## src/source/softmax_pkg.sv

```systemverilog
// Softmax shared definitions

`default_nettype none

package softmax_pkg;

  //////////////////////////////////////////////////
  // Widths
  //////////////////////////////////////////////////

  // One input exponent
  localparam int X_W = 4;
  // Power-of-two term, up to 2^15
  localparam int TERM_W = 16;
  // Row geometry
  localparam int MAX_LENGTH = 16;
  localparam int LEN_W = 5;
  localparam int SIZE_W = 8;
  localparam int BUF_ADDR_W = $clog2(MAX_LENGTH);
  // 16 terms of at most 2^15
  localparam int SUM_W = 20;
  // Output fraction bits, 1.0 == 4096
  localparam int FRAC_W = 12;
  localparam int DIVIDEND_W = TERM_W + FRAC_W;
  localparam int DIV_CNT_W = $clog2(DIVIDEND_W);
  localparam int DATA_W = 16;

  //////////////////////////////////////////////////
  // Bundles
  //////////////////////////////////////////////////

  // Job shape, sampled at start
  typedef struct packed {
    logic [SIZE_W-1:0] size;
    logic [LEN_W-1:0]  length;
  } softmax_cfg_t;

  // Output group of the top level
  typedef struct packed {
    logic [DATA_W-1:0] data;
    logic              scalar_enable;
    logic              vector_enable;
  } softmax_out_t;

  // One division request
  typedef struct packed {
    logic [DIVIDEND_W-1:0] dividend;
    logic [SUM_W-1:0]      divisor;
  } div_req_t;

endpackage

`default_nettype wire

```

## src/source/softmax_ctrl_fsm.sv

```systemverilog
// Softmax row controller

`timescale 1ns/100ps
`default_nettype none

module softmax_ctrl_fsm (
  input  wire                         CLK,
  input  wire                         RST,
  input  wire                         start,
  input  wire                         in_vector_enable,
  input  wire                         in_scalar_enable,
  input  wire                         elem_last,
  input  wire                         row_last,
  input  wire                         div_done,
  input  wire [softmax_pkg::DATA_W-1:0] quotient,
  output logic                        counter_clear,
  output logic                        elem_inc,
  output logic                        row_inc,
  output logic                        accumulate,
  output logic                        clear_sum,
  output logic                        write_enable,
  output logic                        div_start,
  output logic                        ready,
  output softmax_pkg::softmax_out_t   result
);

  typedef enum logic [2:0] {
    ST_IDLE,
    ST_COLLECT,
    ST_DIVIDE_START,
    ST_DIVIDE_WAIT,
    ST_EMIT
  } state_t;

  state_t state;

  // Set once the first element of a row is in
  logic row_open;
  logic accept;
  // Last quotient of the row is going out
  logic row_done;

  //////////////////////////////////////////////////
  // Strobes
  //////////////////////////////////////////////////

  // First element needs the vector strobe, the rest the scalar one
  assign accept = (state == ST_COLLECT) && (row_open ? in_scalar_enable : in_vector_enable);
  assign row_done = (state == ST_EMIT) && elem_last;

  assign counter_clear = (state == ST_IDLE) && start;
  // Index wraps to 0 after the last element
  assign elem_inc = accept || (state == ST_EMIT);
  assign row_inc = row_done && !row_last;
  // Buffer write and sum update share the edge
  assign accumulate = accept;
  assign write_enable = accept;
  // Fresh sum for a new job or the next row
  assign clear_sum = counter_clear || row_inc;
  assign div_start = (state == ST_DIVIDE_START);

  //////////////////////////////////////////////////
  // State and outputs
  //////////////////////////////////////////////////

  always_ff @(posedge CLK or posedge RST) begin
    if (RST) begin
      state <= ST_IDLE;
      row_open <= 1'b0;
      ready <= 1'b0;
      result <= '0;
    end else begin
      // Output strobes are single-cycle
      ready <= 1'b0;
      result.scalar_enable <= 1'b0;
      result.vector_enable <= 1'b0;
      case (state)
        ST_IDLE: begin
          if (start) begin
            row_open <= 1'b0;
            state <= ST_COLLECT;
          end
        end
        ST_COLLECT: begin
          if (accept) begin
            row_open <= !elem_last;
            // Whole row in, start normalizing
            if (elem_last) begin
              state <= ST_DIVIDE_START;
            end
          end
        end
        ST_DIVIDE_START: begin
          state <= ST_DIVIDE_WAIT;
        end
        ST_DIVIDE_WAIT: begin
          if (div_done) begin
            result.data <= quotient;
            result.scalar_enable <= 1'b1;
            result.vector_enable <= elem_last;
            // Job end rides on the final quotient
            ready <= elem_last && row_last;
            state <= ST_EMIT;
          end
        end
        ST_EMIT: begin
          if (!elem_last) begin
            state <= ST_DIVIDE_START;
          end else if (row_last) begin
            state <= ST_IDLE;
          end else begin
            state <= ST_COLLECT;
          end
        end
        default: begin
          state <= ST_IDLE;
        end
      endcase
    end
  end

endmodule

`default_nettype wire

```

## src/source/softmax_divider.sv

```systemverilog
// Restoring sequential divider

`timescale 1ns/100ps
`default_nettype none

module softmax_divider (
  input  wire                            CLK,
  input  wire                            RST,
  input  wire                            div_start,
  input  softmax_pkg::div_req_t          req,
  output logic                           div_done,
  output logic [softmax_pkg::DATA_W-1:0] quotient
);

  import softmax_pkg::*;

  // Control
  logic busy;
  logic [DIV_CNT_W-1:0] step_cnt;
  logic last_step;

  // Datapath, dividend bits shift out as quotient bits shift in
  logic [SUM_W-1:0] rem_q;
  logic [DIVIDEND_W-1:0] quo_q;
  logic [SUM_W-1:0] divisor_q;

  // One step
  logic [SUM_W:0] shifted;
  logic [SUM_W:0] diff;
  logic fits;
  logic [SUM_W-1:0] rem_next;
  logic [DIVIDEND_W-1:0] quo_next;

  //////////////////////////////////////////////////
  // Shift-subtract step
  //////////////////////////////////////////////////

  assign shifted = {rem_q, quo_q[DIVIDEND_W-1]};
  assign diff = shifted - {1'b0, divisor_q};
  assign fits = (shifted >= {1'b0, divisor_q});
  // Remainder stays below the divisor
  assign rem_next = fits ? diff[SUM_W-1:0] : shifted[SUM_W-1:0];
  assign quo_next = {quo_q[DIVIDEND_W-2:0], fits};

  assign last_step = (step_cnt == DIV_CNT_W'(DIVIDEND_W - 1));

  // Floor result, at most 4096
  assign quotient = quo_q[DATA_W-1:0];

  // 1 load cycle plus DIVIDEND_W steps
  always_ff @(posedge CLK or posedge RST) begin
    if (RST) begin
      busy <= 1'b0;
      step_cnt <= '0;
      div_done <= 1'b0;
    end else begin
      div_done <= 1'b0;
      if (div_start) begin
        busy <= 1'b1;
        step_cnt <= '0;
      end else if (busy) begin
        step_cnt <= step_cnt + DIV_CNT_W'(1);
        if (last_step) begin
          busy <= 1'b0;
          div_done <= 1'b1;
        end
      end
    end
  end

  always_ff @(posedge CLK) begin
    if (div_start) begin
      rem_q <= '0;
      quo_q <= req.dividend;
      divisor_q <= req.divisor;
    end else if (busy) begin
      rem_q <= rem_next;
      quo_q <= quo_next;
    end
  end

endmodule

`default_nettype wire

```

## src/source/softmax_exp_sum.sv

```systemverilog
// Power-of-two term and row sum

`timescale 1ns/100ps
`default_nettype none

module softmax_exp_sum (
  input  wire                           CLK,
  input  wire                           RST,
  input  wire  [softmax_pkg::X_W-1:0]   data_in,
  input  wire                           accumulate,
  input  wire                           clear_sum,
  output logic [softmax_pkg::TERM_W-1:0] term,
  output logic [softmax_pkg::SUM_W-1:0]  row_sum
);

  import softmax_pkg::*;

  //////////////////////////////////////////////////
  // Exponent decode
  //////////////////////////////////////////////////

  // One-hot term, bit x set for input x
  always_comb begin
    term = '0;
    for (int i = 0; i < TERM_W; i++) begin
      if (data_in == X_W'(i)) begin
        term[i] = 1'b1;
      end
    end
  end

  //////////////////////////////////////////////////
  // Row sum
  //////////////////////////////////////////////////

  // Held through the divide phase, cleared per row
  always_ff @(posedge CLK or posedge RST) begin
    if (RST) begin
      row_sum <= '0;
    end else if (clear_sum) begin
      row_sum <= '0;
    end else if (accumulate) begin
      // 16 x 2^15 still fits
      row_sum <= row_sum + SUM_W'(term);
    end
  end

endmodule

`default_nettype wire

```

## src/source/softmax_index_counter.sv

```systemverilog
// Softmax element and row counters

`timescale 1ns/100ps
`default_nettype none

module softmax_index_counter (
  input  wire                          CLK,
  input  wire                          RST,
  input  softmax_pkg::softmax_cfg_t    cfg,
  input  wire                          counter_clear,
  input  wire                          elem_inc,
  input  wire                          row_inc,
  output logic [softmax_pkg::LEN_W-1:0] elem_index,
  output logic                         elem_last,
  output logic                         row_last
);

  import softmax_pkg::*;

  // Job shape held for the whole job
  softmax_cfg_t cfg_q;
  logic [SIZE_W-1:0] row_index;
  logic [LEN_W-1:0] length_m1;
  logic [SIZE_W-1:0] size_m1;

  assign length_m1 = cfg_q.length - LEN_W'(1);
  assign size_m1 = cfg_q.size - SIZE_W'(1);

  // Only compare point against the job shape
  assign elem_last = (elem_index == length_m1);
  assign row_last = (row_index == size_m1);

  always_ff @(posedge CLK or posedge RST) begin
    if (RST) begin
      cfg_q <= '0;
      elem_index <= '0;
      row_index <= '0;
    end else if (counter_clear) begin
      cfg_q <= cfg;
      elem_index <= '0;
      row_index <= '0;
    end else begin
      // Wrap after the last element of the row
      if (elem_inc) begin
        elem_index <= elem_last ? '0 : elem_index + LEN_W'(1);
      end
      if (row_inc) begin
        row_index <= row_index + SIZE_W'(1);
      end
    end
  end

endmodule

`default_nettype wire

```

## src/source/softmax_row_buffer.sv

```systemverilog
// Softmax row term buffer

`timescale 1ns/100ps
`default_nettype none

module softmax_row_buffer (
  input  wire                            CLK,
  input  wire                            write_enable,
  input  wire  [softmax_pkg::LEN_W-1:0]  elem_index,
  input  wire  [softmax_pkg::TERM_W-1:0] term,
  output logic [softmax_pkg::TERM_W-1:0] read_term
);

  import softmax_pkg::*;

  // One row of terms for the second pass
  logic [TERM_W-1:0] mem [MAX_LENGTH];

  // Index never passes MAX_LENGTH-1
  logic [BUF_ADDR_W-1:0] addr;

  assign addr = elem_index[BUF_ADDR_W-1:0];

  //////////////////////////////////////////////////
  // Write port
  //////////////////////////////////////////////////

  // Filled during collect
  always_ff @(posedge CLK) begin
    if (write_enable) begin
      mem[addr] <= term;
    end
  end

  //////////////////////////////////////////////////
  // Read port
  //////////////////////////////////////////////////

  // Asynchronous, same index as the divide loop
  assign read_term = mem[addr];

endmodule

`default_nettype wire

```

## src/source/softmax_top.sv

```systemverilog
// Fixed-point softmax engine

`timescale 1ns/100ps
`default_nettype none

module softmax_top (
  input  wire                          CLK,
  input  wire                          RST,
  input  wire                          start,
  input  softmax_pkg::softmax_cfg_t    cfg,
  input  wire                          in_vector_enable,
  input  wire                          in_scalar_enable,
  input  wire  [softmax_pkg::X_W-1:0]  data_in,
  output logic                         ready,
  output softmax_pkg::softmax_out_t    result
);

  import softmax_pkg::*;

  //////////////////////////////////////////////////
  // Wires
  //////////////////////////////////////////////////

  // FSM to counter
  logic counter_clear;
  logic elem_inc;
  logic row_inc;
  logic [LEN_W-1:0] elem_index;
  logic elem_last;
  logic row_last;

  // FSM to sum and buffer
  logic accumulate;
  logic clear_sum;
  logic write_enable;
  logic [TERM_W-1:0] term;
  logic [SUM_W-1:0] row_sum;
  logic [TERM_W-1:0] read_term;

  // Divider
  div_req_t div_req;
  logic div_start;
  logic div_done;
  logic [DATA_W-1:0] quotient;

  // Term scaled by 2^FRAC_W over the held row sum
  assign div_req.dividend = {read_term, {FRAC_W{1'b0}}};
  assign div_req.divisor = row_sum;

  //////////////////////////////////////////////////
  // Instances
  //////////////////////////////////////////////////

  softmax_ctrl_fsm u_ctrl (
    .CLK(CLK), .RST(RST), .start(start),
    .in_vector_enable(in_vector_enable), .in_scalar_enable(in_scalar_enable),
    .elem_last(elem_last), .row_last(row_last),
    .div_done(div_done), .quotient(quotient),
    .counter_clear(counter_clear), .elem_inc(elem_inc), .row_inc(row_inc),
    .accumulate(accumulate), .clear_sum(clear_sum),
    .write_enable(write_enable), .div_start(div_start),
    .ready(ready), .result(result)
  );

  softmax_index_counter u_counter (
    .CLK(CLK), .RST(RST), .cfg(cfg),
    .counter_clear(counter_clear), .elem_inc(elem_inc), .row_inc(row_inc),
    .elem_index(elem_index), .elem_last(elem_last), .row_last(row_last)
  );

  softmax_exp_sum u_exp_sum (
    .CLK(CLK), .RST(RST), .data_in(data_in),
    .accumulate(accumulate), .clear_sum(clear_sum),
    .term(term), .row_sum(row_sum)
  );

  softmax_row_buffer u_row_buffer (
    .CLK(CLK), .write_enable(write_enable), .elem_index(elem_index),
    .term(term), .read_term(read_term)
  );

  softmax_divider u_divider (
    .CLK(CLK), .RST(RST), .div_start(div_start), .req(div_req),
    .div_done(div_done), .quotient(quotient)
  );

endmodule

`default_nettype wire

```

## config.mk

```make
export PLATFORM = sky130hd
export DESIGN_NAME = softmax_top
export DESIGN_NICKNAME = d
export VERILOG_FILES = /design/src/source/softmax_pkg.sv /design/src/source/softmax_ctrl_fsm.sv /design/src/source/softmax_divider.sv /design/src/source/softmax_exp_sum.sv /design/src/source/softmax_index_counter.sv /design/src/source/softmax_row_buffer.sv /design/src/source/softmax_top.sv
export SDC_FILE = /design/constraint.sdc
export NUM_CORES = 1
export LEC_CHECK = 0
export BUFFER_PORTS_ARGS = -buffer_cell sky130_fd_sc_hd__buf_4
export CAP_MARGIN = 40
export CORE_MARGIN = 10
export CORE_UTILIZATION = 50
export DETAILED_ROUTE_END_ITERATION = 8
export HOLD_SLACK_MARGIN = 0.03
export PLACE_DENSITY = 0.69
export SYNTH_ARGS = -nofsm -noshare
export SYNTH_HDL_FRONTEND = slang
export SYNTH_SLANG_ARGS = --single-unit
```

## constraint.sdc

```tcl
create_clock -name CLK -period 3.3 [get_ports CLK]
set_clock_uncertainty 0.1 [all_clocks]
set_input_delay 0.165 -clock CLK [delete_from_list [all_inputs] [get_ports CLK]]
set_output_delay 0.165 -clock CLK [all_outputs]
set_load 0.005 [all_outputs]
```

==> results by group <==
Final layout
  • Fillcell total: 2652
  • Most frequent cells in the layout: edfxtp_1, nand2_1, buf_4
  • Commonest non-fill, non-tap cell in the layout: edfxtp_1
  • Synth-to-Final Area Change: 15.61%
  • N_diodes: 0
  • Layout cell share with drive strength beyond 1: 21.80%
  • Nets: 1416

STA
  • Fmax: 0.3238 GHz
  • Setup slack after layout: 0.2115 ns
  • RSZ-0062 raised after global routing: no
  • TNS Setup: 0 ns
  • Slew at the pin closest to its max-slew limit: 0.8840 ns
  • Final hold vios: 0
  • Final setup vio count: 0
  • Post-route minimum period: 3.089 ns
  • Period utilisation layout: 93.59%
  • Rel. slew slack: 40.85%
  • Final-report max-slew violation count: 0

Setup path
  • Startpoint types: input port
  • Crit-path max FO: 7
  • Crit path largest cell delay: 0.53 ns
  • Critical Path AT: 3.38 ns
  • CP bufs+invs: 3
  • Req. time, crit path: 3.59 ns
  • CP endpoint kind: flip-flop
  • Top cell family by delay on the critical path: compound AO/OA/AOI/OAI gates
  • Crit-path cells: dlygate4sd3_1 -> buf_4 -> nand2b_1 -> nor2_1 -> ha_1 -> o21a_1 -> o2111ai_1 -> o21ai_0 -> o41ai_1 -> buf_4 -> o31ai_1 -> o211ai_1 -> xor2_1 -> nor2_1
  • Slowest-stage cell, CP: dlygate4sd3_1
  • Worst Setup Path Type: input port to flip-flop

Floorplan
  • I/O pins: 41
  • Rows: 68
  • Die height: 208.2 um
  • Chip width: 208.2 um
  • Die area: 43360 um^2
  • Starting Density: 51.03%
  • Core ar.: 34710 um^2

Yosys
  • Post-synthesis cell count: 1241
  • Warnings from Yosys: 0
  • Synthesized cell area: 17720 um^2
  • Post-synthesis register bit count: 400
  • Post-synth cell types: 72
  • Syn nets: 1309
  • Synth area leader: edfxtp_1
  • Syn_area_per_cell: 14.28 um^2
  • Synth top area share: 49.50%
  • Top cells by area, synth: edfxtp_1, dfrtp_1, mux4_2
  • Ys flop type: edfxtp_1
  • Number of flops mapped to enable cells by yosys: 292
  • Asr flop ratio synth: 19.00%
  • Sequential fraction of the synthesis area: 63.85%

Run
  • Max Cap Viol: 0

Clocking
  • Clock tree buffer depth: 3
  • Worst-Skew Late Latency: 0.55 ns
  • Root Buffer: clkbuf_16
  • CTS H-tree lvls: 2
  • CTS tree: built
  • Num CTS Buffers: 42
  • CTS clk-pin slew, worst paths: 0.06 ns
  • Clock sink total: 400

Detailed routing
  • Routed vias/inst: 5.758
  • Drt drc: 0
  • Antenna Nets Post-Route: 0
  • Via count: 10570
  • DR WL/cell: 20.83 um
  • WL final: 38.24 mm
  • Initial DRC Count: 859
  • Drt pass-1 iters: 4

GRT
  • Grt ovf: 0
  • Vias in the first global route: 10530
  • Largest net degree at the start of global routing: 74
  • GRT Total Usage: 17.47%
  • First-pass GRT wire length: 60.42 mm
  • Initial antenna violation count: 0

Power and ir drop
  • Max VDD drop: 0.9957 mV
  • Pwr dens: 847.6 nW/um^2
  • Leak pwr: 7.810 nW

Place
  • Pre-CTS setup slack: 0.1594 ns
  • DP Wirelength: 24.94 mm
  • Routability congestion estimate: 0.8628
  • Port Buffer Count: 40

Status
  • Status: completed

Min path
  • Hold/Removal Path Class: input port to flip-flop
## metal layers
layer	global-route usage, %	share of wire [%]	vias up	routed length, um
met2	28.44	48	282	18510
met1	24.14	44	5363	16950
met5	0	0	-	0
met3	2.711	5.6	49	2145
met4	4.184	1.7	0	631
li1	-	-	4877	-
## repair_timing
| item | CTS | global route |
|---|---|---|
| hold buffers | 18 | 0 |
| hold endpoints to repair | 77 | 0 |
| setup buffers | 0 | 0 |
| endpoints found under the setup margin | 0 | 2 |
| gates resized for setup | 0 | 2 |
## through the flow
| stage | hold slack [ns] | util [%] | std cells | total power, mW | cell area [um^2] |
|---|---|---|---|---|---|
| 2_1_floorplan | 0.1818 | - | 1241 | 11.36 | 17720 |
| 3_3_place_gp | 0.2801 | 54.41 | 1739 | 12.68 | 18890 |
| 3_5_place_dp | 0.001042 | 54.51 | 1741 | 12.84 | 18920 |
| 4_1_cts | 0.03841 | 58.97 | 1836 | 17.52 | 20470 |
| 5_1_grt | 0.06249 | 59.00 | 1836 | 18.41 | 20480 |
| 6_report | 0.06156 | 59.00 | 1836 | 17.36 | 20480 |
## synthesized netlist by cell type (5+ instances only)
library cell,instances
edfxtp_1,292
nand2_1,144
nor2_1,82
mux4_2,80
dfrtp_1,76
a21oi_1,49
o21ai_0,49
ha_1,44
inv_1,41
clkbuf_1,35
dfxtp_1,32
mux2i_1,28
xnor2_1,28
nand3_1,27
xor2_1,26
nor3_1,21
a211oi_1,12
mux2_2,12
nand4_1,11
buf_1,10
nand2b_1,10
o21bai_1,10
a21o_1,8
o21a_1,8
o31ai_1,7
and3_1,6
buf_2,6
or2_2,6
or3_1,6
a31oi_1,5
nand3b_1,5
o22ai_1,5
## worst register-to-register path: cells and delay by family, from the launching register on
family	cells	cell delay, ns
mux	1	0.22
fa+ha+maj	1	0.30
flops	1	0.39
compound gates	6	1.33
buf+inv	2	0.28
simple gates	1	0.15
## path summary, 6_finish.rpt
path                            cells past startpoint              startpoint                      end  slack [ns]
worst min-delay path                                3              data_in[0]  u_row_buffer.mem[10][8]        0.06
worst min register to register                      2      u_divider.quo_q[8]        u_ctrl.result[10]        0.36
max in group asynchronous                           6                     RST    u_exp_sum.row_sum[13]        1.64
min in group asynchronous                           4                     RST         u_ctrl.result[5]        0.57
worst max register to register                     11  u_divider.divisor_q[1]       u_divider.rem_q[5]        0.37
worst max-delay path                               14              data_in[1]    u_exp_sum.row_sum[16]        0.21
## where the power goes
group	switching (mW)	total, mW	leakage [nW]	internal [mW]
Sequential	0.645	6.89	3.97	6.24
Clock	1.96	4.63	0.668	2.67
Combinational	3.04	5.84	3.17	2.81
Total	5.64	17.4	7.81	11.7
## logic make-up (layout without fill, tap and decap cells)
logic type / after synthesis / count (layout) / synth area share, %
flops: 400 / 400 / 63.85
simple gates: 343 / 343 / 8.885
compound gates: 177 / 177 / 6.300
mux: 120 / 120 / 12.52
buf+inv: 100 / 240 / 2.359
xor+xnor: 55 / 55 / 2.762
fa+ha+maj: 46 / 46 / 3.334
## registers in the layout (all words and copies together), names as in the netlist
| name | count |
|---|---|
| u_ctrl.ready | 1 |
| u_divider.divisor_q | 20 |
| u_ctrl.state | 3 |
| u_ctrl.result | 18 |
| u_divider.busy | 1 |
| u_counter.cfg_q | 13 |
| u_divider.rem_q | 20 |
| u_counter.row_index | 8 |
| u_divider.div_done | 1 |
| u_divider.quo_q | 28 |
| u_exp_sum.row_sum | 20 |
| u_ctrl.row_open | 1 |
| u_counter.elem_index | 5 |
| u_divider.step_cnt | 5 |
| u_row_buffer.mem | 256 |
## cell type report
| type | count | area [um^2] | area share, % |
|---|---|---|---|
| Clock inverter | 26 | 252.7 | 1.234 |
| Sequential cell | 400 | 11320 | 55.26 |
| Clock buffer | 51 | 1115 | 5.443 |
| Timing Repair Buffer | 121 | 1011 | 4.936 |
| Multi-Input combinational cell | 741 | 6057 | 29.57 |
| Inverter | 42 | 158.9 | 0.7759 |
| Tap cell | 455 | 569.3 | 2.780 |
(Power assumes the default switching activity.)
